<file path="src/rtl/memPipePkg.sv">
// Memory pipeline package
// Widths, op and stage structs, operand-type codes and the
// selective-flush check shared by the load/store back-end slice

package memPipePkg;

    localparam int DATA_WIDTH   = 32;
    localparam int PREG_NUM     = 32;
    localparam int AL_PTR_WIDTH = 5;
    localparam int OFFSET_WIDTH = 12;

    typedef logic [$clog2(PREG_NUM)-1:0] PRegNum;
    typedef logic [AL_PTR_WIDTH-1:0] ActiveListPtr;

    typedef enum logic [1:0] {
        operandReg = 2'd0,
        operandImm = 2'd1,
        operandPc  = 2'd2
    } OperandType;

    typedef enum logic {
        memLoad  = 1'b0,
        memStore = 1'b1
    } MemOpType;

    // Op as it leaves the scheduler
    typedef struct packed {
        MemOpType               opType;
        OperandType             operandTypeA;
        OperandType             operandTypeB;
        PRegNum                 srcRegA;
        PRegNum                 srcRegB;
        PRegNum                 dstReg;
        logic                   writeReg;
        logic [OFFSET_WIDTH-1:0] offset;
        logic [DATA_WIDTH-1:0]  pc;
        ActiveListPtr           activeListPtr;
    } MemOp;

    typedef struct packed {
        logic                  valid;
        logic [DATA_WIDTH-1:0] data;
    } RegOperand;

    typedef struct packed {
        logic valid;
        MemOp op;
    } IssueStageReg;

    typedef struct packed {
        logic      valid;
        MemOp      op;
        RegOperand operandA;
        RegOperand operandB;
    } RegReadStageReg;

    typedef struct packed {
        logic                  valid;
        logic                  replay;
        logic                  isStore;
        logic [DATA_WIDTH-1:0] address;
        logic [DATA_WIDTH-1:0] storeData;
        PRegNum                dstReg;
        logic                  writeReg;
        ActiveListPtr          activeListPtr;
    } MemRequest;

    typedef struct packed {
        logic         flush;
        logic         flushAll;
        ActiveListPtr headPtr;
        ActiveListPtr tailPtr;
    } RecoveryCtrl;

    typedef struct packed {
        logic                  valid;
        PRegNum                regNum;
        logic [DATA_WIDTH-1:0] data;
    } WriteBack;

    // Range is [head, tail) and wraps around the active list
    function automatic logic isFlushed(RecoveryCtrl rec, ActiveListPtr ptr);
        logic inRange;
        if (rec.headPtr < rec.tailPtr) begin
            inRange = (ptr >= rec.headPtr) && (ptr < rec.tailPtr);
        end else if (rec.headPtr > rec.tailPtr) begin
            inRange = (ptr >= rec.headPtr) || (ptr < rec.tailPtr);
        end else begin
            inRange = 1'b0;
        end
        return rec.flush && (rec.flushAll || inRange);
    endfunction

endpackage

</file>
<file path="src/rtl/physRegFile.sv">
// Physical register file with a ready bit per entry
// Two combinational read ports with write-through, one writeback
// port and one allocate port that clears ready

`timescale 1ns/1ps

module physRegFile (
    input  logic                  clk,
    input  logic                  reset,
    input  memPipePkg::PRegNum    readRegA,
    input  memPipePkg::PRegNum    readRegB,
    output memPipePkg::RegOperand readDataA,
    output memPipePkg::RegOperand readDataB,
    input  memPipePkg::WriteBack  wb,
    input  logic                  allocValid,
    input  memPipePkg::PRegNum    allocReg
);

    logic [memPipePkg::DATA_WIDTH-1:0] regData [memPipePkg::PREG_NUM];
    logic [memPipePkg::PREG_NUM-1:0]   regReady;

    always_ff @(posedge clk) begin
        if (reset) begin
            regReady <= '1;
            for (int i = 0; i < memPipePkg::PREG_NUM; i++) begin
                regData[i] <= '0;
            end
        end else begin
            // Writeback after allocate so it wins on the same entry
            if (allocValid) begin
                regReady[allocReg] <= 1'b0;
            end
            if (wb.valid) begin
                regData[wb.regNum]  <= wb.data;
                regReady[wb.regNum] <= 1'b1;
            end
        end
    end

    // Write-through of a writeback in flight
    always_comb begin
        if (wb.valid && (wb.regNum == readRegA)) begin
            readDataA.valid = 1'b1;
            readDataA.data  = wb.data;
        end else begin
            readDataA.valid = regReady[readRegA];
            readDataA.data  = regData[readRegA];
        end

        if (wb.valid && (wb.regNum == readRegB)) begin
            readDataB.valid = 1'b1;
            readDataB.data  = wb.data;
        end else begin
            readDataB.valid = regReady[readRegB];
            readDataB.data  = regData[readRegB];
        end
    end

endmodule

</file>
<file path="src/rtl/memIssueStage.sv">
// Issue latch of the memory pipeline
// Captures scheduled ops and holds them while the back end stalls

`timescale 1ns/1ps

module memIssueStage (
    input  logic                     clk,
    input  logic                     reset,
    input  logic                     stall,
    input  logic                     inValid,
    input  memPipePkg::MemOp         inOp,
    output memPipePkg::IssueStageReg nextStage
);

    memPipePkg::IssueStageReg pipeReg;

    always_ff @(posedge clk) begin
        if (reset) begin
            pipeReg.valid <= 1'b0;
        end else if (!stall) begin
            pipeReg.valid <= inValid;
        end
    end

    always_ff @(posedge clk) begin
        if (!stall) begin
            pipeReg.op <= inOp;
        end
    end

    assign nextStage = pipeReg;

endmodule

</file>
<file path="src/rtl/memRegReadStage.sv">
// Register read stage of the memory pipeline
// Reads both sources, picks register, PC or zero per operand type,
// and drops ops on stall, clear or a matching recovery flush

`timescale 1ns/1ps

module memRegReadStage (
    input  logic                       clk,
    input  logic                       reset,
    input  logic                       stall,
    input  logic                       clear,
    input  memPipePkg::RecoveryCtrl    recovery,
    input  memPipePkg::IssueStageReg   prev,
    output memPipePkg::PRegNum         readRegA,
    output memPipePkg::PRegNum         readRegB,
    input  memPipePkg::RegOperand      readDataA,
    input  memPipePkg::RegOperand      readDataB,
    output memPipePkg::RegReadStageReg nextStage
);

    memPipePkg::IssueStageReg pipeReg;
    memPipePkg::RegOperand    operandA;
    memPipePkg::RegOperand    operandB;
    logic                     flushed;

    // Non-register operands are always ready
    function automatic memPipePkg::RegOperand selectOperand(
        memPipePkg::OperandType       opType,
        memPipePkg::RegOperand        regValue,
        logic [memPipePkg::DATA_WIDTH-1:0] pcValue
    );
        memPipePkg::RegOperand result;
        case (opType)
            memPipePkg::operandImm: begin
                result.valid = 1'b1;
                result.data  = '0;
            end
            memPipePkg::operandPc: begin
                result.valid = 1'b1;
                result.data  = pcValue;
            end
            default: begin
                result = regValue;
            end
        endcase
        return result;
    endfunction

    always_ff @(posedge clk) begin
        if (reset) begin
            pipeReg.valid <= 1'b0;
        end else if (!stall) begin
            pipeReg.valid <= prev.valid;
        end
    end

    always_ff @(posedge clk) begin
        if (!stall) begin
            pipeReg.op <= prev.op;
        end
    end

    assign readRegA = pipeReg.op.srcRegA;
    assign readRegB = pipeReg.op.srcRegB;

    always_comb begin
        operandA = selectOperand(pipeReg.op.operandTypeA, readDataA, pipeReg.op.pc);
        operandB = selectOperand(pipeReg.op.operandTypeB, readDataB, pipeReg.op.pc);
        flushed  = memPipePkg::isFlushed(recovery, pipeReg.op.activeListPtr);

        // Bubble out on stall, clear, reset or a flush hit
        nextStage.valid    = (stall || clear || reset || flushed) ? 1'b0 : pipeReg.valid;
        nextStage.op       = pipeReg.op;
        nextStage.operandA = operandA;
        nextStage.operandB = operandB;
    end

endmodule

</file>
<file path="src/rtl/memExecStage.sv">
// Address execute stage of the memory pipeline
// Adds the sign-extended offset to operand A, passes operand B as
// store data and flags a replay when a source was not ready

`timescale 1ns/1ps

module memExecStage (
    input  logic                       clk,
    input  logic                       reset,
    input  logic                       stall,
    input  memPipePkg::RegReadStageReg prev,
    output memPipePkg::MemRequest      out
);

    localparam int ExtWidth = memPipePkg::DATA_WIDTH - memPipePkg::OFFSET_WIDTH;

    memPipePkg::RegReadStageReg        pipeReg;
    logic [memPipePkg::DATA_WIDTH-1:0] offsetExt;
    logic                              isStore;

    always_ff @(posedge clk) begin
        if (reset) begin
            pipeReg.valid <= 1'b0;
        end else if (!stall) begin
            pipeReg.valid <= prev.valid;
        end
    end

    always_ff @(posedge clk) begin
        if (!stall) begin
            pipeReg.op       <= prev.op;
            pipeReg.operandA <= prev.operandA;
            pipeReg.operandB <= prev.operandB;
        end
    end

    assign offsetExt = {{ExtWidth{pipeReg.op.offset[memPipePkg::OFFSET_WIDTH-1]}},
                        pipeReg.op.offset};
    assign isStore   = (pipeReg.op.opType == memPipePkg::memStore);

    always_comb begin
        // Held op is hidden until the stall lifts
        out.valid  = pipeReg.valid && !stall;
        out.replay = pipeReg.valid && !(pipeReg.operandA.valid && pipeReg.operandB.valid);
        out.isStore   = isStore;
        out.address   = pipeReg.operandA.data + offsetExt;
        out.storeData = isStore ? pipeReg.operandB.data : '0;
        out.dstReg        = pipeReg.op.dstReg;
        out.writeReg      = pipeReg.op.writeReg;
        out.activeListPtr = pipeReg.op.activeListPtr;
    end

endmodule

</file>
<file path="src/rtl/memPipeTop.sv">
// Load/store back-end slice
// Issue latch, register read and address execute around a
// physical register file

`timescale 1ns/1ps

module memPipeTop (
    input  logic                    clk,
    input  logic                    reset,
    input  logic                    stall,
    input  logic                    clear,
    input  logic                    inValid,
    input  memPipePkg::MemOp        inOp,
    input  memPipePkg::RecoveryCtrl recovery,
    input  memPipePkg::WriteBack    wb,
    input  logic                    allocValid,
    input  memPipePkg::PRegNum      allocReg,
    output memPipePkg::MemRequest   out
);

    memPipePkg::IssueStageReg   issueToRegRead;
    memPipePkg::RegReadStageReg regReadToExec;
    memPipePkg::PRegNum         readRegA;
    memPipePkg::PRegNum         readRegB;
    memPipePkg::RegOperand      readDataA;
    memPipePkg::RegOperand      readDataB;

    physRegFile i_regFile (
        .clk       (clk),
        .reset     (reset),
        .readRegA  (readRegA),
        .readRegB  (readRegB),
        .readDataA (readDataA),
        .readDataB (readDataB),
        .wb        (wb),
        .allocValid(allocValid),
        .allocReg  (allocReg)
    );

    memIssueStage i_issue (
        .clk      (clk),
        .reset    (reset),
        .stall    (stall),
        .inValid  (inValid),
        .inOp     (inOp),
        .nextStage(issueToRegRead)
    );

    memRegReadStage i_regRead (
        .clk      (clk),
        .reset    (reset),
        .stall    (stall),
        .clear    (clear),
        .recovery (recovery),
        .prev     (issueToRegRead),
        .readRegA (readRegA),
        .readRegB (readRegB),
        .readDataA(readDataA),
        .readDataB(readDataB),
        .nextStage(regReadToExec)
    );

    memExecStage i_exec (
        .clk  (clk),
        .reset(reset),
        .stall(stall),
        .prev (regReadToExec),
        .out  (out)
    );

endmodule

</file>
<file path="config.mk">
export PLATFORM = sky130hd
export DESIGN_NAME = memPipeTop
export DESIGN_NICKNAME = d
export VERILOG_FILES = /design/src/rtl/memPipePkg.sv /design/src/rtl/physRegFile.sv /design/src/rtl/memIssueStage.sv /design/src/rtl/memRegReadStage.sv /design/src/rtl/memExecStage.sv /design/src/rtl/memPipeTop.sv
export SDC_FILE = /design/constraint.sdc
export NUM_CORES = 2
export LEC_CHECK = 0
export BUFFER_PORTS_ARGS = -buffer_cell sky130_fd_sc_hd__buf_2
export CORE_MARGIN = 1.5
export CORE_UTILIZATION = 40
export DETAILED_ROUTE_END_ITERATION = 12
export GPL_TIMING_DRIVEN = 1
export PLACE_DENSITY_LB_ADDON = 0.08
export SLEW_MARGIN = 15
export SYNTH_ARGS = -nofsm -noshare
export SYNTH_HDL_FRONTEND = slang
export SYNTH_SLANG_ARGS = --single-unit
</file>
<file path="constraint.sdc">
create_clock -name clk -period 13.4 [get_ports clk]
set_clock_uncertainty 0.2 [all_clocks]
set_input_delay 1.34 -clock clk [delete_from_list [all_inputs] [get_ports clk]]
set_output_delay 1.34 -clock clk [all_outputs]
set_load 0.01 [all_outputs]
</file>
Yosys cells after proc, flatten, opt, wreduce, memory -nomap -nowiden
Memory sizes are Yosys's and may differ from the RTL's. A register that Yosys moved wholly into a read port is not among the register bits.
Cells that the tools add are included.
Storage, ports and cells
  flip-flop bits (word level): 265
  bits in writable memories: 1024
  output and inout port bits: 78
  logic and storage cells: 100
  memories: 1
Cells by class
  $add $sub $neg: 1
  $lt $le $gt $ge: 10
  eq/ne operators: 6
  mux-type cells: 29
  bitwise operators: 3
  reduce and logical (&&, ||, !) cells: 17
Memory list
  i_regFile.regData: words 32, width 32, rd ports 2, clocked after memory_dff 2, write ports 32, RTL line physRegFile.sv:19  | logic [memPipePkg::DATA_WIDTH-1:0] regData [memPipePkg::PREG_NUM];
Operators with widths (number)
  $mux W32: 5
  $pmux W33 S2: 2
  $mux W33: 2
  $add A32 B32 Y32: 1
  $and A32 B32 Y32: 1
  $not A32 Y32: 1
  $or A32 B32 Y32: 1
  $reduce_or A32 Y1: 1
  $lt A5 B6 Y1 const B: 4
  $mux W5: 3
  $mux W1: 13
  $bmux W1 S5: 2
  $demux W1 S5: 2
  $eq A5 B5 Y1: 2
  $ge A5 B1 Y1 const B: 2
  $lt A5 B5 Y1: 2
  $logic_and A1 B1 Y1: 9
  $ge A5 B5 Y1: 1
  $gt A5 B5 Y1: 1
  $logic_or A1 B1 Y1: 5
  $eq A2 B1 Y1 const B: 2
  $eq A2 B2 Y1 const B: 2
  $logic_not A1 Y1: 2

Depth between registers and ports, before layout
  word-level depth: 10
  depth in mapped cells: 9

By module
A second synthesis with hierarchy kept.
Unflattened totals
  cell total of the unflattened synthesis: 4790
  area, all modules: 67639.9 um2
Modules (own cells, without submodules)
  physRegFile: instances 1, cells an instance 4037, area an instance 56909.6 um2, sequential area each 31390.1 um2
  memExecStage: instances 1, cells an instance 384, area an instance 4799.6 um2, sequential area each 2722.6 um2
  memRegReadStage: instances 1, cells an instance 295, area an instance 3791.1 um2, sequential area each 2122.0 um2
  memIssueStage: instances 1, cells an instance 74, area an instance 2139.6 um2, sequential area each 2122.0 um2

Least setup slack after synthesis
Ideal clock, no wire load.
  kind: input -> register
  start point: in stall
  end point: reg i_exec.pipeReg, in the netlist i_exec.isStore (enable)
  library setup time: 0.581 ns
  arrival time: 6.220 ns
  required time: 12.619 ns
  path slack: 6.399 ns
  stages: 3
  path buffers: 2
  cells stage by stage: clkbuf_1 buf_1 inv_1
RTL lines
  start, declared: RTL line memPipeTop.sv:10  | input logic stall,
  end, declared: RTL line memExecStage.sv:17  | memPipePkg::RegReadStageReg pipeReg;
No word-level cell between the ends.

==> impl_results.md <==
- Largest net degree at the start of global routing: approximately 160
- Net Sw Frac: 0.271
- Cell variety after synth: 53
- H-tree Lvls: 4
- Status: finished clean
- Site row count: approximately 150
- Met3 Usage GRT: 0.0653
- Final Critical Period: about 5700 ps
- Required time worst endpoint: roughly 12,000 ps
- Worst skew pair latency: approximately 800 ps
- Global routing's busiest layer: met2
- Synth top area share: 0.563
- TNS Setup: 0 ps
- Cells after synthesis: 4,187
- Hold_sp: i_issue.nextStage[0]$_DFFE_PN_
- Post-synth top flop: edfxtp_1
- Fin crit share: 0.424
- Register share of total power: 0.457
- Worst Setup SP: i_exec.offsetExt[0]$_DFFE_PN_
- Max Clk Rate: between 0.15 and 0.2 GHz
- Share of cells above drive strength 1: 0.290
- Placed cells: roughly 6,300
- Mapped Nets: between 4,000 and 5,000
- GR Util met2: 0.454
- Met1 Use GR: 0.418
- Hold slack: around 210 ps
- Worst vdd ir: 0.132 mV
- Post-CTS Setup Bufs: 0
- Die X: approximately 410 um
- Psw: ~3 mW
- Iteration-0 DRC Markers: just over 6,000
- Worst EP arrival: approximately 4200 ps
- Leakage: about 26 nW
- Total track usage: 0.294
- FFs w/ async S/R, synth: 0
- Drt first pass iters: 5
- Clock sinks: 1,299
- Unrepaired setup endpoints after global routing: no
- Hpwl dp: approximately 140 mm
- Worst slew pin tran: ~1300 ps
- Clk pwr share: 0.389
- Number of synthesized flops with an enable pin: about 1,300
- Fin util: 0.453
- DRC errors left: 0
- Vias in the first global route: between 30,000 and 40,000
- Placer Congestion: approximately 0.84
- Final setup vio count: 0
- Dpl ws: ~8100 ps
- Die Y-Extent: 412 um
- Hold Fails Final Rpt: 0
- Post-cts resize count: 0
- Internal: 7.88 mW
- Syn. warnings: 0
- Starting Density: 0.404
- Antenna violations before repair: 38
- Synth Area per Inst: 16.0 um2
- Max-Cap Viols: 0
- Inserted Clock Buffers: between 150 and 200
- Hold_buf cts: 0
- Sequential element share of the synthesized area: 0.577
- CTS tree: done
- Mapped Area: approximately 67,000 um2
- Hold crit path type: flip-flop to flip-flop
- DRT antenna net count: 0
- Avg WL per Cell: 38.0 um
- Nets: 4,398
- Setup crit end kind: output pin
- Post-synth top area cell: edfxtp_1
- CTS Buffer Depth: 3
- CTS clk-pin slew, worst paths: approximately 60 ps
- Die area: about 170,000 um2
- Setup ws final: just under 8000 ps
- Worst Path Max Fanout: 3
- Post-Route WL: 249 mm
- Gate power share: 0.154
- Vias: slightly above 40,000
- Input/output buffers: between 200 and 250
- Most frequent cell after synthesis: edfxtp_1
- IO Pins: 209
- Synth Register Bits: about 1,300
- Core Region: about 170,000 um2
- GR Overflow Total: 0
- Top area cells in the synthesized netlist: edfxtp_1 (56%), mux4_2 (22%), and2_1 (9.9%)
- Slew Limit Fails: 0
- Power Density: 144 nW/um2
- Area Growth Syn to Fin: 12.1%
- Commonest cells in the netlist: edfxtp_1 (1,254), and2_1 (1,058), mux4_2 (658)
- First-pass GRT wire length: 340 mm
- Routed vias/inst: 6.20
- Max_slew headroom: 0.124
- Final Non-Filler Cells: 6,546
- Crit path launch type: flip-flop
- Root buffer cell: clkbuf_16
- Crit path kind: flip-flop to output pin
registers in the layout (all words and copies together) (netlist names), named ones only:
signal               count
i_regFile.regReady      32
i_regRead.readRegA       5
i_regRead.readRegB       5
i_exec.pipeReg          67
i_exec.isStore           1
i_regRead.pipeReg        1
i_exec.offsetExt        12
i_exec.out              11
i_regFile.regData     1024
i_issue.nextStage       71
i_regRead.nextStage     60
worst paths after layout:
path,endpoint,slack (ps),cells after the start
max,out[69],7710,10
min,i_regRead.nextStage[66]$_DFFE_PN_,210,0
max reg2reg,i_exec.pipeReg[19]$_DFFE_PN_,8230,8
min reg2reg,i_regRead.nextStage[66]$_DFFE_PN_,210,0
per-stage QoR:
step / cell area (um2) / power (mW)
2_1_floorplan: 66800 / 6.01
3_3_place_gp: 69900 / 6.67
3_5_place_dp: 69900 / 6.67
4_1_cts: 74900 / 10.8
5_1_grt: 74900 / 11.1
6_report: 74900 / 10.8
cell type report:
class,count,area (um2)
Multi-Input combinational cell,2461,26800
Inverter,20,82.6
Sequential cell,1299,38600
Fill cell,14291,90500
Clock inverter,98,930
Clock buffer,183,4010
Timing Repair Buffer,285,1710
Tap cell,2189,2740
Antenna cell,11,27.5
power groups by stage:
stage	Combinational (mW)	Sequential [mW]	Clock, mW
detailed placement	1.65	5.02	0
floorplan	1.14	4.87	0
CTS	1.65	4.94	4.25
finish	1.66	4.94	4.20
global placement	1.64	5.02	0
global route	1.75	4.96	4.40
placed cells by master, fill, tap and decap left out, drive strengths merged, types with 27 or more instances in the layout:
master | Yosys | routed
a21o | 56 | 56
a21oi | 79 | 79
and2 | 1058 | 1058
buf | 122 | 285
clkbuf | 285 | 183
clkinv | 0 | 75
dfxtp | 45 | 45
edfxtp | 1254 | 1254
ha | 47 | 47
mux2i | 68 | 68
mux4 | 658 | 658
nand2 | 67 | 67
nand2b | 38 | 38
nor2 | 55 | 55
o211ai | 27 | 27
o21ai | 118 | 118
or2 | 34 | 34
logic make-up after synthesis:
family          synth area share
xor+xnor                 0.00498
mux                        0.234
flops                      0.577
fa+ha+maj                0.00910
buf+inv                   0.0276
simple gates               0.119
compound gates            0.0288
worst max-delay path, stage by stage, from the launching register on:
cell and delay [ps]:
edfxtp_1 370, ha_1 250, fa_1 430, a211oi_1 420
o211ai_1 270, and3_1 250, o32ai_1 440, o21ai_0 260
a311oi_1 350, xnor2_1 140, buf_2 150
routing by layer:
layer	part of all wire	vias up
met2	0.46	2315
met3	0.10	413
met5	0.00031	-
met1	0.41	21527
met4	0.028	12
li1	-	16287
(Power assumes the default switching activity.)
